--- src/source/cpuPkg.sv ---
// ~~~~~~~~~~~~~~~~~~~~~~~~~~~~~~~~~~~~~~~~~~~~~~~~~~~~~~~~~~~~~~~~~~~~~
// Shared widths, opcodes and control encodings for the 16-bit core.
// Every pipeline module refers to these by scoped name, so opcode
// values and field widths are defined here only.
// ~~~~~~~~~~~~~~~~~~~~~~~~~~~~~~~~~~~~~~~~~~~~~~~~~~~~~~~~~~~~~~~~~~~~~

package cpuPkg;

    // Data path and register file sizes
    localparam int DataWidth = 16;
    localparam int RegAddrWidth = 3;
    localparam int NumRegs = 8;

    // Instruction bits 15:11
    typedef enum logic [4:0] {
        OpHalt  = 5'b00000,
        OpNop   = 5'b00001,
        OpAddi  = 5'b01000,
        OpSubi  = 5'b01001,
        OpXori  = 5'b01010,
        OpAndni = 5'b01011,
        OpSlbi  = 5'b10010,
        OpLbi   = 5'b11000,
        OpAlu   = 5'b11011
    } opcodeT;

    // Register form function field, instruction bits 1:0
    typedef enum logic [1:0] {
        FnAdd  = 2'b00,
        FnSub  = 2'b01,
        FnXor  = 2'b10,
        FnAndn = 2'b11
    } functT;

    // Operations the execute stage knows
    // Sub is B minus A, Andn is A and not B
    typedef enum logic [2:0] {
        AluAdd   = 3'd0,
        AluSub   = 3'd1,
        AluXor   = 3'd2,
        AluAndn  = 3'd3,
        AluPassB = 3'd4,
        AluSlbi  = 3'd5
    } aluOpT;

    // Which instruction field names the destination
    typedef enum logic [1:0] {
        DstRt = 2'b00,
        DstRs = 2'b01,
        DstRd = 2'b10
    } dstSelT;

endpackage

--- src/source/instrFetch.sv ---
// ~~~~~~~~~~~~~~~~~~~~~~~~~~~~~~~~~~~~~~~~~~~~~~~~~~~~~~~~~~~~~~~~~~~~~
// Instruction intake over a four-phase req/ack port. A captured word
// and its PC sit in the fetch register until decode takes them.
// ~~~~~~~~~~~~~~~~~~~~~~~~~~~~~~~~~~~~~~~~~~~~~~~~~~~~~~~~~~~~~~~~~~~~~

`timescale 1ns/1ns

module instrFetch (
    input  logic                          clk,
    input  logic                          rst,
    input  logic                          instrReq,
    input  logic [cpuPkg::DataWidth-1:0]  instrWord,
    input  logic                          stallDec,
    input  logic                          haltSeen,
    output logic                          instrAck,
    output logic                          fetchValid,
    output logic [cpuPkg::DataWidth-1:0]  fetchInstr,
    output logic [cpuPkg::DataWidth-1:0]  fetchPc
);

    typedef enum logic [1:0] {Idle, Ack, WaitLow} hsStateT;

    hsStateT state;
    logic [cpuPkg::DataWidth-1:0] pc;
    logic capture;

    // Take a word only when decode can accept it and no halt is in sight
    assign capture = (state != Ack) && instrReq && !stallDec && !haltSeen;
    assign instrAck = (state == Ack);

    always_ff @(posedge clk) begin
        if (rst) begin
            state <= Idle;
            fetchValid <= 1'b0;
            pc <= '0;
        end else begin
            // Next word may follow as soon as ack is low
            case (state)
                Ack:     if (!instrReq) state <= WaitLow;
                default: state <= capture ? Ack : Idle;
            endcase

            if (capture) begin
                fetchValid <= 1'b1;
                pc <= pc + cpuPkg::DataWidth'(2);
            end else if (!stallDec) begin
                // Decode consumed the word
                fetchValid <= 1'b0;
            end
        end
    end

    always_ff @(posedge clk) begin
        if (capture) begin
            fetchInstr <= instrWord;
            fetchPc <= pc;
        end
    end

    // Ack only answers a live request
    ackNeedsReq: assert property (@(posedge clk) disable iff (rst)
        $rose(instrAck) |-> $past(instrReq));

endmodule

--- src/source/instrDecoder.sv ---
// ~~~~~~~~~~~~~~~~~~~~~~~~~~~~~~~~~~~~~~~~~~~~~~~~~~~~~~~~~~~~~~~~~~~~~
// Opcode decoder. Turns an instruction word into the control signals
// and ALU operation that the decode stage registers for execute.
// ~~~~~~~~~~~~~~~~~~~~~~~~~~~~~~~~~~~~~~~~~~~~~~~~~~~~~~~~~~~~~~~~~~~~~

`timescale 1ns/1ns

module instrDecoder (
    input  logic [cpuPkg::DataWidth-1:0]  instr,
    output cpuPkg::aluOpT                 aluOp,
    output cpuPkg::dstSelT                dstSel,
    output logic                          regWrt,
    output logic                          zeroExt,
    output logic                          useImm5,
    output logic                          useImm8,
    output logic                          readsRt,
    output logic                          isHalt
);

    cpuPkg::opcodeT opcode;
    cpuPkg::functT funct;

    assign opcode = cpuPkg::opcodeT'(instr[15:11]);
    assign funct = cpuPkg::functT'(instr[1:0]);

    always_comb begin
        // Nop behaviour unless an opcode says otherwise
        aluOp = cpuPkg::AluAdd;
        dstSel = cpuPkg::DstRt;
        regWrt = 1'b0;
        zeroExt = 1'b0;
        useImm5 = 1'b0;
        useImm8 = 1'b0;
        readsRt = 1'b0;
        isHalt = 1'b0;

        case (opcode)
            cpuPkg::OpHalt: begin
                // Travels to execute as a non-writing pass
                aluOp = cpuPkg::AluPassB;
                isHalt = 1'b1;
            end
            cpuPkg::OpAddi: begin
                regWrt = 1'b1;
                useImm5 = 1'b1;
            end
            cpuPkg::OpSubi: begin
                aluOp = cpuPkg::AluSub;
                regWrt = 1'b1;
                useImm5 = 1'b1;
            end
            cpuPkg::OpXori: begin
                aluOp = cpuPkg::AluXor;
                regWrt = 1'b1;
                useImm5 = 1'b1;
                zeroExt = 1'b1;
            end
            cpuPkg::OpAndni: begin
                aluOp = cpuPkg::AluAndn;
                regWrt = 1'b1;
                useImm5 = 1'b1;
                zeroExt = 1'b1;
            end
            cpuPkg::OpLbi: begin
                aluOp = cpuPkg::AluPassB;
                dstSel = cpuPkg::DstRs;
                regWrt = 1'b1;
                useImm8 = 1'b1;
            end
            cpuPkg::OpSlbi: begin
                aluOp = cpuPkg::AluSlbi;
                dstSel = cpuPkg::DstRs;
                regWrt = 1'b1;
                useImm8 = 1'b1;
                zeroExt = 1'b1;
            end
            cpuPkg::OpAlu: begin
                dstSel = cpuPkg::DstRd;
                regWrt = 1'b1;
                readsRt = 1'b1;
                case (funct)
                    cpuPkg::FnSub:  aluOp = cpuPkg::AluSub;
                    cpuPkg::FnXor:  aluOp = cpuPkg::AluXor;
                    cpuPkg::FnAndn: aluOp = cpuPkg::AluAndn;
                    default:        aluOp = cpuPkg::AluAdd;
                endcase
            end
            default: ;
        endcase
    end

endmodule

--- src/source/regFileBypass.sv ---
// ~~~~~~~~~~~~~~~~~~~~~~~~~~~~~~~~~~~~~~~~~~~~~~~~~~~~~~~~~~~~~~~~~~~~~
// Eight-entry register file, two combinational read ports and one
// write port. A read of the register being written returns wrData.
// ~~~~~~~~~~~~~~~~~~~~~~~~~~~~~~~~~~~~~~~~~~~~~~~~~~~~~~~~~~~~~~~~~~~~~

`timescale 1ns/1ns

module regFileBypass (
    input  logic                             clk,
    input  logic                             rst,
    input  logic [cpuPkg::RegAddrWidth-1:0]  rdSel1,
    input  logic [cpuPkg::RegAddrWidth-1:0]  rdSel2,
    input  logic [cpuPkg::RegAddrWidth-1:0]  wrSel,
    input  logic [cpuPkg::DataWidth-1:0]     wrData,
    input  logic                             wrEn,
    output logic [cpuPkg::DataWidth-1:0]     rdData1,
    output logic [cpuPkg::DataWidth-1:0]     rdData2
);

    logic [cpuPkg::DataWidth-1:0] regs [cpuPkg::NumRegs];

    always_ff @(posedge clk) begin
        if (rst) begin
            for (int i = 0; i < cpuPkg::NumRegs; i++) begin
                regs[i] <= '0;
            end
        end else if (wrEn) begin
            regs[wrSel] <= wrData;
        end
    end

    // Write-to-read bypass
    assign rdData1 = (wrEn && wrSel == rdSel1) ? wrData : regs[rdSel1];
    assign rdData2 = (wrEn && wrSel == rdSel2) ? wrData : regs[rdSel2];

endmodule

--- src/source/decodeStage.sv ---
// ~~~~~~~~~~~~~~~~~~~~~~~~~~~~~~~~~~~~~~~~~~~~~~~~~~~~~~~~~~~~~~~~~~~~~
// Decode stage. Reads operands, builds immediates, checks the source
// fields against writes still in flight and fills the decode/execute
// register, or a bubble while it stalls.
// ~~~~~~~~~~~~~~~~~~~~~~~~~~~~~~~~~~~~~~~~~~~~~~~~~~~~~~~~~~~~~~~~~~~~~

`timescale 1ns/1ns

module decodeStage (
    input  logic                             clk,
    input  logic                             rst,
    input  logic                             fetchValid,
    input  logic [cpuPkg::DataWidth-1:0]     fetchInstr,
    input  logic                             wbEn,
    input  logic [cpuPkg::RegAddrWidth-1:0]  wbReg,
    input  logic [cpuPkg::DataWidth-1:0]     wbData,
    output logic                             stallDec,
    output logic                             haltSeen,
    output logic                             exValid,
    output cpuPkg::aluOpT                    exAluOp,
    output logic [cpuPkg::DataWidth-1:0]     exOpA,
    output logic [cpuPkg::DataWidth-1:0]     exOpB,
    output logic                             exRegWrt,
    output logic [cpuPkg::RegAddrWidth-1:0]  exDst
);

    cpuPkg::aluOpT decAluOp;
    cpuPkg::dstSelT decDstSel;
    logic decRegWrt, decZeroExt, decUseImm5, decUseImm8, decReadsRt, decIsHalt;
    logic [cpuPkg::RegAddrWidth-1:0] rs, rt, dst;
    logic [cpuPkg::DataWidth-1:0] rsData, rtData, imm5, imm8, opB;
    logic rsHazard, rtHazard, haltLatched, issue;

    instrDecoder decoder_i (
        .instr(fetchInstr),
        .aluOp(decAluOp),
        .dstSel(decDstSel),
        .regWrt(decRegWrt),
        .zeroExt(decZeroExt),
        .useImm5(decUseImm5),
        .useImm8(decUseImm8),
        .readsRt(decReadsRt),
        .isHalt(decIsHalt)
    );

    assign rs = fetchInstr[10:8];
    assign rt = fetchInstr[7:5];

    regFileBypass regFile_i (
        .clk(clk),
        .rst(rst),
        .rdSel1(rs),
        .rdSel2(rt),
        .wrSel(wbReg),
        .wrData(wbData),
        .wrEn(wbEn),
        .rdData1(rsData),
        .rdData2(rtData)
    );

    // Immediates
    assign imm5 = decZeroExt ? {11'h000, fetchInstr[4:0]} : {{11{fetchInstr[4]}}, fetchInstr[4:0]};
    assign imm8 = decZeroExt ? {8'h00, fetchInstr[7:0]} : {{8{fetchInstr[7]}}, fetchInstr[7:0]};
    assign opB = decUseImm5 ? imm5 : (decUseImm8 ? imm8 : rtData);

    always_comb begin
        case (decDstSel)
            cpuPkg::DstRt: dst = fetchInstr[7:5];
            cpuPkg::DstRs: dst = fetchInstr[10:8];
            cpuPkg::DstRd: dst = fetchInstr[4:2];
            default:       dst = 3'b111;
        endcase
    end

    // Rs is treated as read by every writing instruction, Rt only by the register form
    assign rsHazard = decRegWrt &&
                      ((exRegWrt && exDst == rs) || (wbEn && wbReg == rs));
    assign rtHazard = decReadsRt &&
                      ((exRegWrt && exDst == rt) || (wbEn && wbReg == rt));
    assign stallDec = fetchValid && (rsHazard || rtHazard);

    assign issue = fetchValid && !stallDec && !haltLatched;
    assign haltSeen = haltLatched || (fetchValid && decIsHalt);

    always_ff @(posedge clk) begin
        if (rst) begin
            exValid <= 1'b0;
            exRegWrt <= 1'b0;
            haltLatched <= 1'b0;
        end else begin
            exValid <= issue;
            exRegWrt <= issue && decRegWrt;
            if (issue && decIsHalt) haltLatched <= 1'b1;
        end
    end

    always_ff @(posedge clk) begin
        exAluOp <= decAluOp;
        exOpA <= rsData;
        exOpB <= opB;
        exDst <= dst;
    end

    // A stalled word stays in the fetch register
    stallHoldsWord: assert property (@(posedge clk) disable iff (rst)
        stallDec |=> fetchValid && $stable(fetchInstr));

endmodule

--- src/source/executeStage.sv ---
// ~~~~~~~~~~~~~~~~~~~~~~~~~~~~~~~~~~~~~~~~~~~~~~~~~~~~~~~~~~~~~~~~~~~~~
// Execute and write-back. Runs the ALU, registers the result for the
// register file and shows every write on the retire ports.
// ~~~~~~~~~~~~~~~~~~~~~~~~~~~~~~~~~~~~~~~~~~~~~~~~~~~~~~~~~~~~~~~~~~~~~

`timescale 1ns/1ns

module executeStage (
    input  logic                             clk,
    input  logic                             rst,
    input  logic                             exValid,
    input  cpuPkg::aluOpT                    exAluOp,
    input  logic [cpuPkg::DataWidth-1:0]     exOpA,
    input  logic [cpuPkg::DataWidth-1:0]     exOpB,
    input  logic                             exRegWrt,
    input  logic [cpuPkg::RegAddrWidth-1:0]  exDst,
    output logic                             wbEn,
    output logic [cpuPkg::RegAddrWidth-1:0]  wbReg,
    output logic [cpuPkg::DataWidth-1:0]     wbData,
    output logic                             retireEn,
    output logic [cpuPkg::RegAddrWidth-1:0]  retireReg,
    output logic [cpuPkg::DataWidth-1:0]     retireData,
    output logic                             halted
);

    logic [cpuPkg::DataWidth-1:0] aluResult;
    logic isHalt;

    always_comb begin
        case (exAluOp)
            cpuPkg::AluAdd:  aluResult = exOpA + exOpB;
            cpuPkg::AluSub:  aluResult = exOpB - exOpA;
            cpuPkg::AluXor:  aluResult = exOpA ^ exOpB;
            cpuPkg::AluAndn: aluResult = exOpA & ~exOpB;
            // Old value moves to the upper byte
            cpuPkg::AluSlbi: aluResult = {exOpA[7:0], 8'h00} | exOpB;
            default:         aluResult = exOpB;
        endcase
    end

    // Halt arrives as a valid non-writing pass
    assign isHalt = exValid && !exRegWrt && (exAluOp == cpuPkg::AluPassB);

    always_ff @(posedge clk) begin
        if (rst) begin
            wbEn <= 1'b0;
            halted <= 1'b0;
        end else begin
            wbEn <= exValid && exRegWrt;
            if (isHalt) halted <= 1'b1;
        end
    end

    always_ff @(posedge clk) begin
        wbReg <= exDst;
        wbData <= aluResult;
    end

    assign retireEn = wbEn;
    assign retireReg = wbReg;
    assign retireData = wbData;

    // Nothing issued after a halt may reach write-back
    noRetireAfterHalt: assert property (@(posedge clk) disable iff (rst)
        halted |-> !wbEn);

endmodule

--- src/source/cpuCore.sv ---
// ~~~~~~~~~~~~~~~~~~~~~~~~~~~~~~~~~~~~~~~~~~~~~~~~~~~~~~~~~~~~~~~~~~~~~
// Top level of the three-stage core. Words enter over the req/ack
// port and every register write leaves on the retire ports.
// ~~~~~~~~~~~~~~~~~~~~~~~~~~~~~~~~~~~~~~~~~~~~~~~~~~~~~~~~~~~~~~~~~~~~~

`timescale 1ns/1ns

module cpuCore (
    input  logic                             clk,
    input  logic                             rst,
    input  logic                             instrReq,
    input  logic [cpuPkg::DataWidth-1:0]     instrWord,
    output logic                             instrAck,
    output logic                             retireEn,
    output logic [cpuPkg::RegAddrWidth-1:0]  retireReg,
    output logic [cpuPkg::DataWidth-1:0]     retireData,
    output logic                             halted
);

    logic fetchValid, stallDec, haltSeen;
    logic [cpuPkg::DataWidth-1:0] fetchInstr;
    logic exValid, exRegWrt;
    cpuPkg::aluOpT exAluOp;
    logic [cpuPkg::DataWidth-1:0] exOpA, exOpB;
    logic [cpuPkg::RegAddrWidth-1:0] exDst;
    logic wbEn;
    logic [cpuPkg::RegAddrWidth-1:0] wbReg;
    logic [cpuPkg::DataWidth-1:0] wbData;

    // No branch logic reads the PC
    instrFetch fetch_i (
        .clk(clk), .rst(rst),
        .instrReq(instrReq), .instrWord(instrWord),
        .stallDec(stallDec), .haltSeen(haltSeen),
        .instrAck(instrAck), .fetchValid(fetchValid),
        .fetchInstr(fetchInstr), .fetchPc()
    );

    decodeStage decode_i (
        .clk(clk), .rst(rst),
        .fetchValid(fetchValid), .fetchInstr(fetchInstr),
        .wbEn(wbEn), .wbReg(wbReg), .wbData(wbData),
        .stallDec(stallDec), .haltSeen(haltSeen),
        .exValid(exValid), .exAluOp(exAluOp),
        .exOpA(exOpA), .exOpB(exOpB),
        .exRegWrt(exRegWrt), .exDst(exDst)
    );

    executeStage execute_i (
        .clk(clk), .rst(rst),
        .exValid(exValid), .exAluOp(exAluOp),
        .exOpA(exOpA), .exOpB(exOpB),
        .exRegWrt(exRegWrt), .exDst(exDst),
        .wbEn(wbEn), .wbReg(wbReg), .wbData(wbData),
        .retireEn(retireEn), .retireReg(retireReg),
        .retireData(retireData), .halted(halted)
    );

endmodule

--- config.mk ---
export PLATFORM = sky130hd
export DESIGN_NAME = cpuCore
export DESIGN_NICKNAME = d
export VERILOG_FILES = /design/src/source/cpuPkg.sv /design/src/source/instrFetch.sv /design/src/source/instrDecoder.sv /design/src/source/regFileBypass.sv /design/src/source/decodeStage.sv /design/src/source/executeStage.sv /design/src/source/cpuCore.sv
export SDC_FILE = /design/constraint.sdc
export NUM_CORES = 1
export LEC_CHECK = 0
export BUFFER_PORTS_ARGS = -buffer_cell sky130_fd_sc_hd__buf_2
export CAP_MARGIN = 10
export CELL_PAD_IN_SITES_DETAIL_PLACEMENT = 2
export CELL_PAD_IN_SITES_GLOBAL_PLACEMENT = 2
export CORE_ASPECT_RATIO = 0.5
export CORE_UTILIZATION = 30
export CTS_CLUSTER_DIAMETER = 60
export CTS_CLUSTER_SIZE = 12
export DETAILED_ROUTE_END_ITERATION = 10
export GPL_TIMING_DRIVEN = 0
export PLACE_DENSITY_LB_ADDON = 0.08
export SETUP_SLACK_MARGIN = 0.15
export SYNTH_ARGS = -nofsm -noshare
export SYNTH_HDL_FRONTEND = slang
export SYNTH_SLANG_ARGS = --single-unit
--- constraint.sdc ---
create_clock -name clk -period 3.9 [get_ports clk]
set_input_delay 0.195 -clock clk [delete_from_list [all_inputs] [get_ports clk]]
set_output_delay 0.195 -clock clk [all_outputs]
set_load 0.1 [all_outputs]
# After elaboration in Yosys (flattened, before gate mapping)
# Memories as Yosys holds them, arrays and structs flattened. A register that Yosys moved wholly into a read port is not among the register bits.
# Cells that the tools add are included.
# totals
reg_bits,81
mem_bits_rw,128
input_bits,19
output_inout_bits,22
word_cells,113
n_memories,1
# mem_list
name,words,width,rd,rd_clocked_by_memory_dff,wr,line,text
decode_i.regFile_i.regs,8,16,2,2,8,regFileBypass.sv:20,logic [cpuPkg::DataWidth-1:0] regs [cpuPkg::NumRegs];
# op_classes
add_sub_neg,2
n_eq_ne,25
mux,32
bitwise,4
reduce_logical,35
# op_table
operator,n
16-bit 2-to-1 mux,7
16-bit case mux with 5 select lines,1
"5-bit by 4-bit equality test with 1-bit output, second input constant",4
1-bit logical AND,18
3-bit case mux with 6 select lines,1
16-bit adder,1
16-bit AND,1
16-bit inverter,1
16-bit OR,1
16-bit OR reduction,1
16-bit subtractor,1
16-bit bitwise XOR,1
"5-bit equality test, second input constant",3
1-bit 2-to-1 mux,15
3-bit equality test,4
3-bit 2-to-1 mux,3
3-bit case mux with 3 select lines,1
7-bit OR reduction,1
"2-bit by 1-bit equality test with 1-bit output, second input constant",3
"2-bit equality test, second input constant",3
"3-bit by 2-bit equality test with 1-bit output, second input constant",2
"3-bit equality test, second input constant",2
2-bit case mux with 3 select lines,1
5-bit logical NOT,1
12 further kinds,21

# Longest topological paths before layout
# logic_depth
word_depth,11
ltp_mapped,14
mapped_depth_nobuf,13

# Hierarchy
# From an unflattened synthesis, not the netlist that was laid out.
# hier_totals
cells_unflattened,1035
hier_area_um2,13176.4
# modules_own_cells
mod,n_inst,cells_each,area_per_inst_um2,seq_area_each_um2
regFileBypass,1,445,7453.4,3843.7
executeStage,1,327,2446.1,420.4
instrFetch,1,124,1749.2,1291.2
decodeStage,1,106,1328.8,820.8
instrDecoder,1,33,198.9,0.0

# Worst setup path before layout
# Ideal clock, no wire load.
# synth_path
kind,register -> register
start,reg decode_i.exOpA[0] in the netlist's numbering
end,reg execute_i.wbData (netlist bit execute_i.retireData[15])
setup_ps,137
t_arrival_ps,2846
t_required_ps,3763
slack_ps,917
path_stages_with_launch,14
n_path_buf,0
period_less_slack_ps,2983
cell_sequence,dfxtp_1 > inv_1 > ha_1 > nand4bb_1 > or4_1 > o21ai_0 > xor2_1 > ha_1 > a21o_1 > a211o_1 > o22a_1 > o31a_1 > xnor2_1 > o221ai_1
# synth_between
elab_chain_cells,2
word_cells_on_any_way,3
cone_classes,2 x add/sub; 1 x mux
# synth_rtl
element,line,text
"start, declared",decodeStage.sv:21,"output logic [cpuPkg::DataWidth-1:0] exOpA,"
"start signal, assigned",decodeStage.sv:99,exOpA <= rsData;
16-bit subtractor / 16-bit adder (equally long branches),"executeStage.sv:32, executeStage.sv:31",
16-bit case mux with 5 select lines *,executeStage.sv:30,case (exAluOp)
"via execute_i.aluResult, one bit",executeStage.sv:26,logic [cpuPkg::DataWidth-1:0] aluResult;
"end signal, assigned",executeStage.sv:56,wbData <= aluResult;
"end, declared",executeStage.sv:19,"output logic [cpuPkg::DataWidth-1:0] wbData,"
# The timed path passes the listed nets; every way through them passes the cells marked *.
# A chain may end at the register's enable or synchronous reset.

# Worst setup path after layout
# layout_path
start,reg decode_i.exOpA[1] in the netlist's numbering
end,reg execute_i.wbData (netlist bit execute_i.retireData[15])
# Same word-level chain as after synthesis.

==> summary.txt <==
Status
  – Run status: completed

Yosys
  – Sequential area share after synthesis: 0.5018
  – Fraction of synthesis flops using an asynchronous set or reset pin: 0
  – Synth Area per Inst: 11.95 µm²
  – Main flop type after synthesis: edfxtp_1
  – Number of enable flip-flop cells after synthesis: 144
  – Synthesis Warnings: 0
  – Flops & latches, synth: approximately 220
  – Total standard cell area after synthesis: between 10000 and 15000 µm²
  – Post-synthesis cell count: around 960
  – Number of nets produced by synthesis: slightly above 1000
  – Synth cell types: 65

Timing
  – Final setup margin: 0.3993 ns
  – Fmax: 0.2857 GHz
  – RSZ-0062 raised after global routing: no
  – Min cycle time layout: 3.501 ns
  – Pins Over Slew Limit: 0
  – Normalized max-slew margin: 0.3237
  – Setup-failing EPs final: 0
  – Worst Skew: 0.02540 ns
  – Hold_ws: 0.05077 ns
  – Share of the cycle needed by the critical path after routing: 0.8976
  – Transition time of the tightest slew-check pin: 1.007 ns
  – Final hold vios: 0

GRT
  – Met2 routing resource usage after global routing: 0.2908
  – Met3 layer usage reported by global route: 0.03236
  – Total gr overflow: 0
  – First-pass GRT wire length: 56940 µm
  – Pin count of the biggest net entering global routing: 17
  – Via count of the first global-routing pass: 8707
  – Layer with the highest usage: met1
  – Total global-route track usage: 0.1993
  – Met1 track utilization from global routing: 0.3096
  – Antenna violations before repair: 0

Die
  – Top Ports: 41
  – Initial cell density of the core: 0.3055
  – Number of cell rows: 50
  – Die height: 140.1 µm
  – Floorplan Core Area: 37470 µm²
  – Die ar.: 39000 µm²
  – Horizontal die dimension: 278.3 µm

Clocking
  – H-tree levels: 1
  – CTS tree: yes
  – CTS root buf: clkbuf_16
  – Post-CTS clock slew at the launch and capture registers of the worst setup and hold paths: 0.07 ns
  – CTS max path bufs: 3
  – Post-CTS Setup Bufs: 0
  – Number of sinks on the clock net: around 220
  – Source-to-sink clock delay at the later pin of the worst-skew pair: approximately 0.53 ns
  – CTS Buf Count: 21

Placement
  – Detail Placement HPWL: 28840 µm
  – Post-placement setup slack: -0.09712 ns
  – Gp weighted congestion: 0.7926
  – Count of buffers from port buffering: 40
  – Placement-stage cell area: 12270 µm²

Power
  – Internal power summed over all cells: between 4 and 5 mW
  – Overall Power: 7.410 mW
  – Sequential fraction of design power: 0.427
  – Worst vdd ir: approximately 0.37 mV
  – Comb power frac: 0.316
  – Pwr per Cell Area: 567.6 nW/µm²
  – Leak: ~5 nW
  – Share of total power in the clock network: 0.257
  – Psw: 3.016 mW
  – Sw frac: 0.4070

Worst setup path
  – Arrival time at the worst endpoint: 3.86 ns
  – Slowest stage cell, crit path: or4_1
  – Worst path depth: 13
  – Critical Path Start Type: flip-flop
  – Max incr delay on CP: 0.58 ns
  – Critical path class: flip-flop to flip-flop
  – Dominant cell type by count on the critical path: ha_1
  – Cell family with most CP delay: compound AO/OA/AOI/OAI gates
  – CP Cell Sequence: inv_1, ha_1, nand4bb_1, or4_1, o21ai_1, xor2_1, ha_1, a21o_1, a211o_1, o22a_1, o31a_1, xnor2_1, o221ai_1
  – Nature of the critical path endpoint: flip-flop
  – Max Fanout on Critical Path: 8
  – Worst reg-to-reg setup slack: 0.40 ns
  – CP bufs+invs: 1
  – Critical path required time: 4.26 ns
  – Logic depth of the worst register-to-register path: 13

Finish
  – Area of all placed cells without fillers: 13060 µm²
  – Fraction of layout cells with a size suffix above 1: 0.1637
  – Number of nets in the layout: ~1100
  – Area growth from synthesis to final layout: 14.02%
  – Final design utilization: 0.3484

Run
  – Max Cap Violations: 0

Route
  – Remaining design rule violation count: 0
  – Post-DRT Antenna Nets: 0
  – Final routed wire length divided by cell count: 24.56 µm
  – Total via count in the routed design: 7883
  – First DRT Iteration DRCs: around 570
  – Vias per std cell: 5.099
  – DRT Pass-1 Iters: 4
  – Final routed wirelength across all metal layers: 37960 µm

Min path
  – Class of the tightest hold or removal check: primary input to flip-flop
  – Worst hold path cell count: 2
[stage by stage]
stage | cells | setup TNS, ns
finish | 1546 | 0
global route | 1545 | 0
global placement | 1492 | -0.1291
floorplan | 958 | 0
detailed placement | 1492 | -0.09712
CTS | 1545 | 0
[state kept, by name (all words and copies together) (netlist names), 2 cells and up, named ones only]
name,count
decode_i.exDst,3
fetch_i.state,2
decode_i.exAluOp,3
decode_i.regFile_i.regs,128
execute_i.retireReg,3
fetch_i.fetchInstr,16
decode_i.exOpB,16
decode_i.exOpA,16
execute_i.retireData,16
[layout by cell type, fill, tap and decap left out, drive strengths merged, types with 11 or more instances in the layout]
master | netlist | final
a21oi | 47 | 47
ha | 32 | 32
dfxtp | 71 | 71
clkbuf | 41 | 76
nand2 | 67 | 67
or2 | 11 | 11
nand2b | 11 | 11
xnor2 | 25 | 25
and2 | 130 | 130
o21ai | 63 | 63
mux2i | 34 | 34
nor2 | 56 | 56
buf | 11 | 51
inv | 23 | 24
edfxtp | 144 | 144
mux4 | 64 | 64
dlygate4sd3 | 0 | 17
[power groups by stage]
stage | clock [mW] | sequential [mW] | combinational, mW
floorplan | 0 | 3.56 | 1.09
global placement | 0 | 3.19 | 2.28
detailed placement | 0 | 3.20 | 2.31
CTS | 1.97 | 3.16 | 2.34
global route | 2.05 | 3.21 | 2.52
finish | 1.91 | 3.16 | 2.34
[worst paths after layout]
path	startpoint	end
worst max-delay path	decode_i.exOpA[1]	execute_i.retireData[15]
worst min-delay path	rst	decode_i.exValid
worst max register to register	decode_i.exOpA[1]	execute_i.retireData[15]
worst min register to register	decode_i.exDst[1]	execute_i.retireReg[1]
[kinds of logic (layout without fill, tap and decap cells)]
family	Yosys count	in the layout	synth area share
AND/OR/NAND/NOR	326	326	0.1552
multiplexers	108	108	0.1654
AO/OA/AOI/OAI	167	167	0.08939
flip-flops	215	215	0.5018
XOR/XNOR	34	34	0.02601
other	0	1	0
adder cells (fa/ha/maj)	33	33	0.03672
buffers and inverters	75	168	0.02546
[layer usage]
layer,up-vias,routed length [µm]
met5,-,0
met4,0,525
met3,41,1251
met2,97,15540
met1,4062,20640
li1,3683,-
[area by class of cell]
| class | count | area (µm²) |
|---|---|---|
| plain buffers | 52 | 207.7 |
| clock buffers | 35 | 578.1 |
| well taps | 494 | 618.1 |
| flip-flops and latches | 215 | 5746 |
| diodes | 1 | 2.502 |
| multi-input cells | 668 | 5438 |
| repair buffers | 57 | 370.4 |
| fillers | 3947 | 24420 |
| clock inverters | 1 | 8.758 |
| inverters | 23 | 86.33 |
[repair_timing]
item,in CTS,in global routing
hold buffers,17,0
endpoints found under the hold margin,24,0
endpoints found under the setup margin,4,7
gates cloned,0,0
resized for setup,2,8
[cells in the mapped netlist, types with 11 or more instances]
library cell | count | share of area
o21ai_0 | 63 | 0.028
and2_1 | 130 | 0.071
nor2_1 | 56 | 0.018
nand2_1 | 67 | 0.022
mux2i_1 | 34 | 0.030
xnor2_1 | 25 | 0.019
nand2b_1 | 11 | 0.0060
ha_1 | 32 | 0.035
inv_1 | 23 | 0.0075
clkbuf_1 | 41 | 0.013
edfxtp_1 | 144 | 0.38
mux4_2 | 64 | 0.13
dfxtp_1 | 71 | 0.12
a21oi_1 | 47 | 0.021
[worst reg2reg max path, delay by kind of cell (launching register included)]
kind,cells,cell delay [ns]
XOR/XNOR,2,0.36
adder cells (fa/ha/maj),2,0.52
AND/OR/NAND/NOR,2,0.78
buffers and inverters,1,0.12
flip-flops,1,0.40
AO/OA/AOI/OAI,6,1.14
Note: power is estimated with default switching activity, not from simulation.
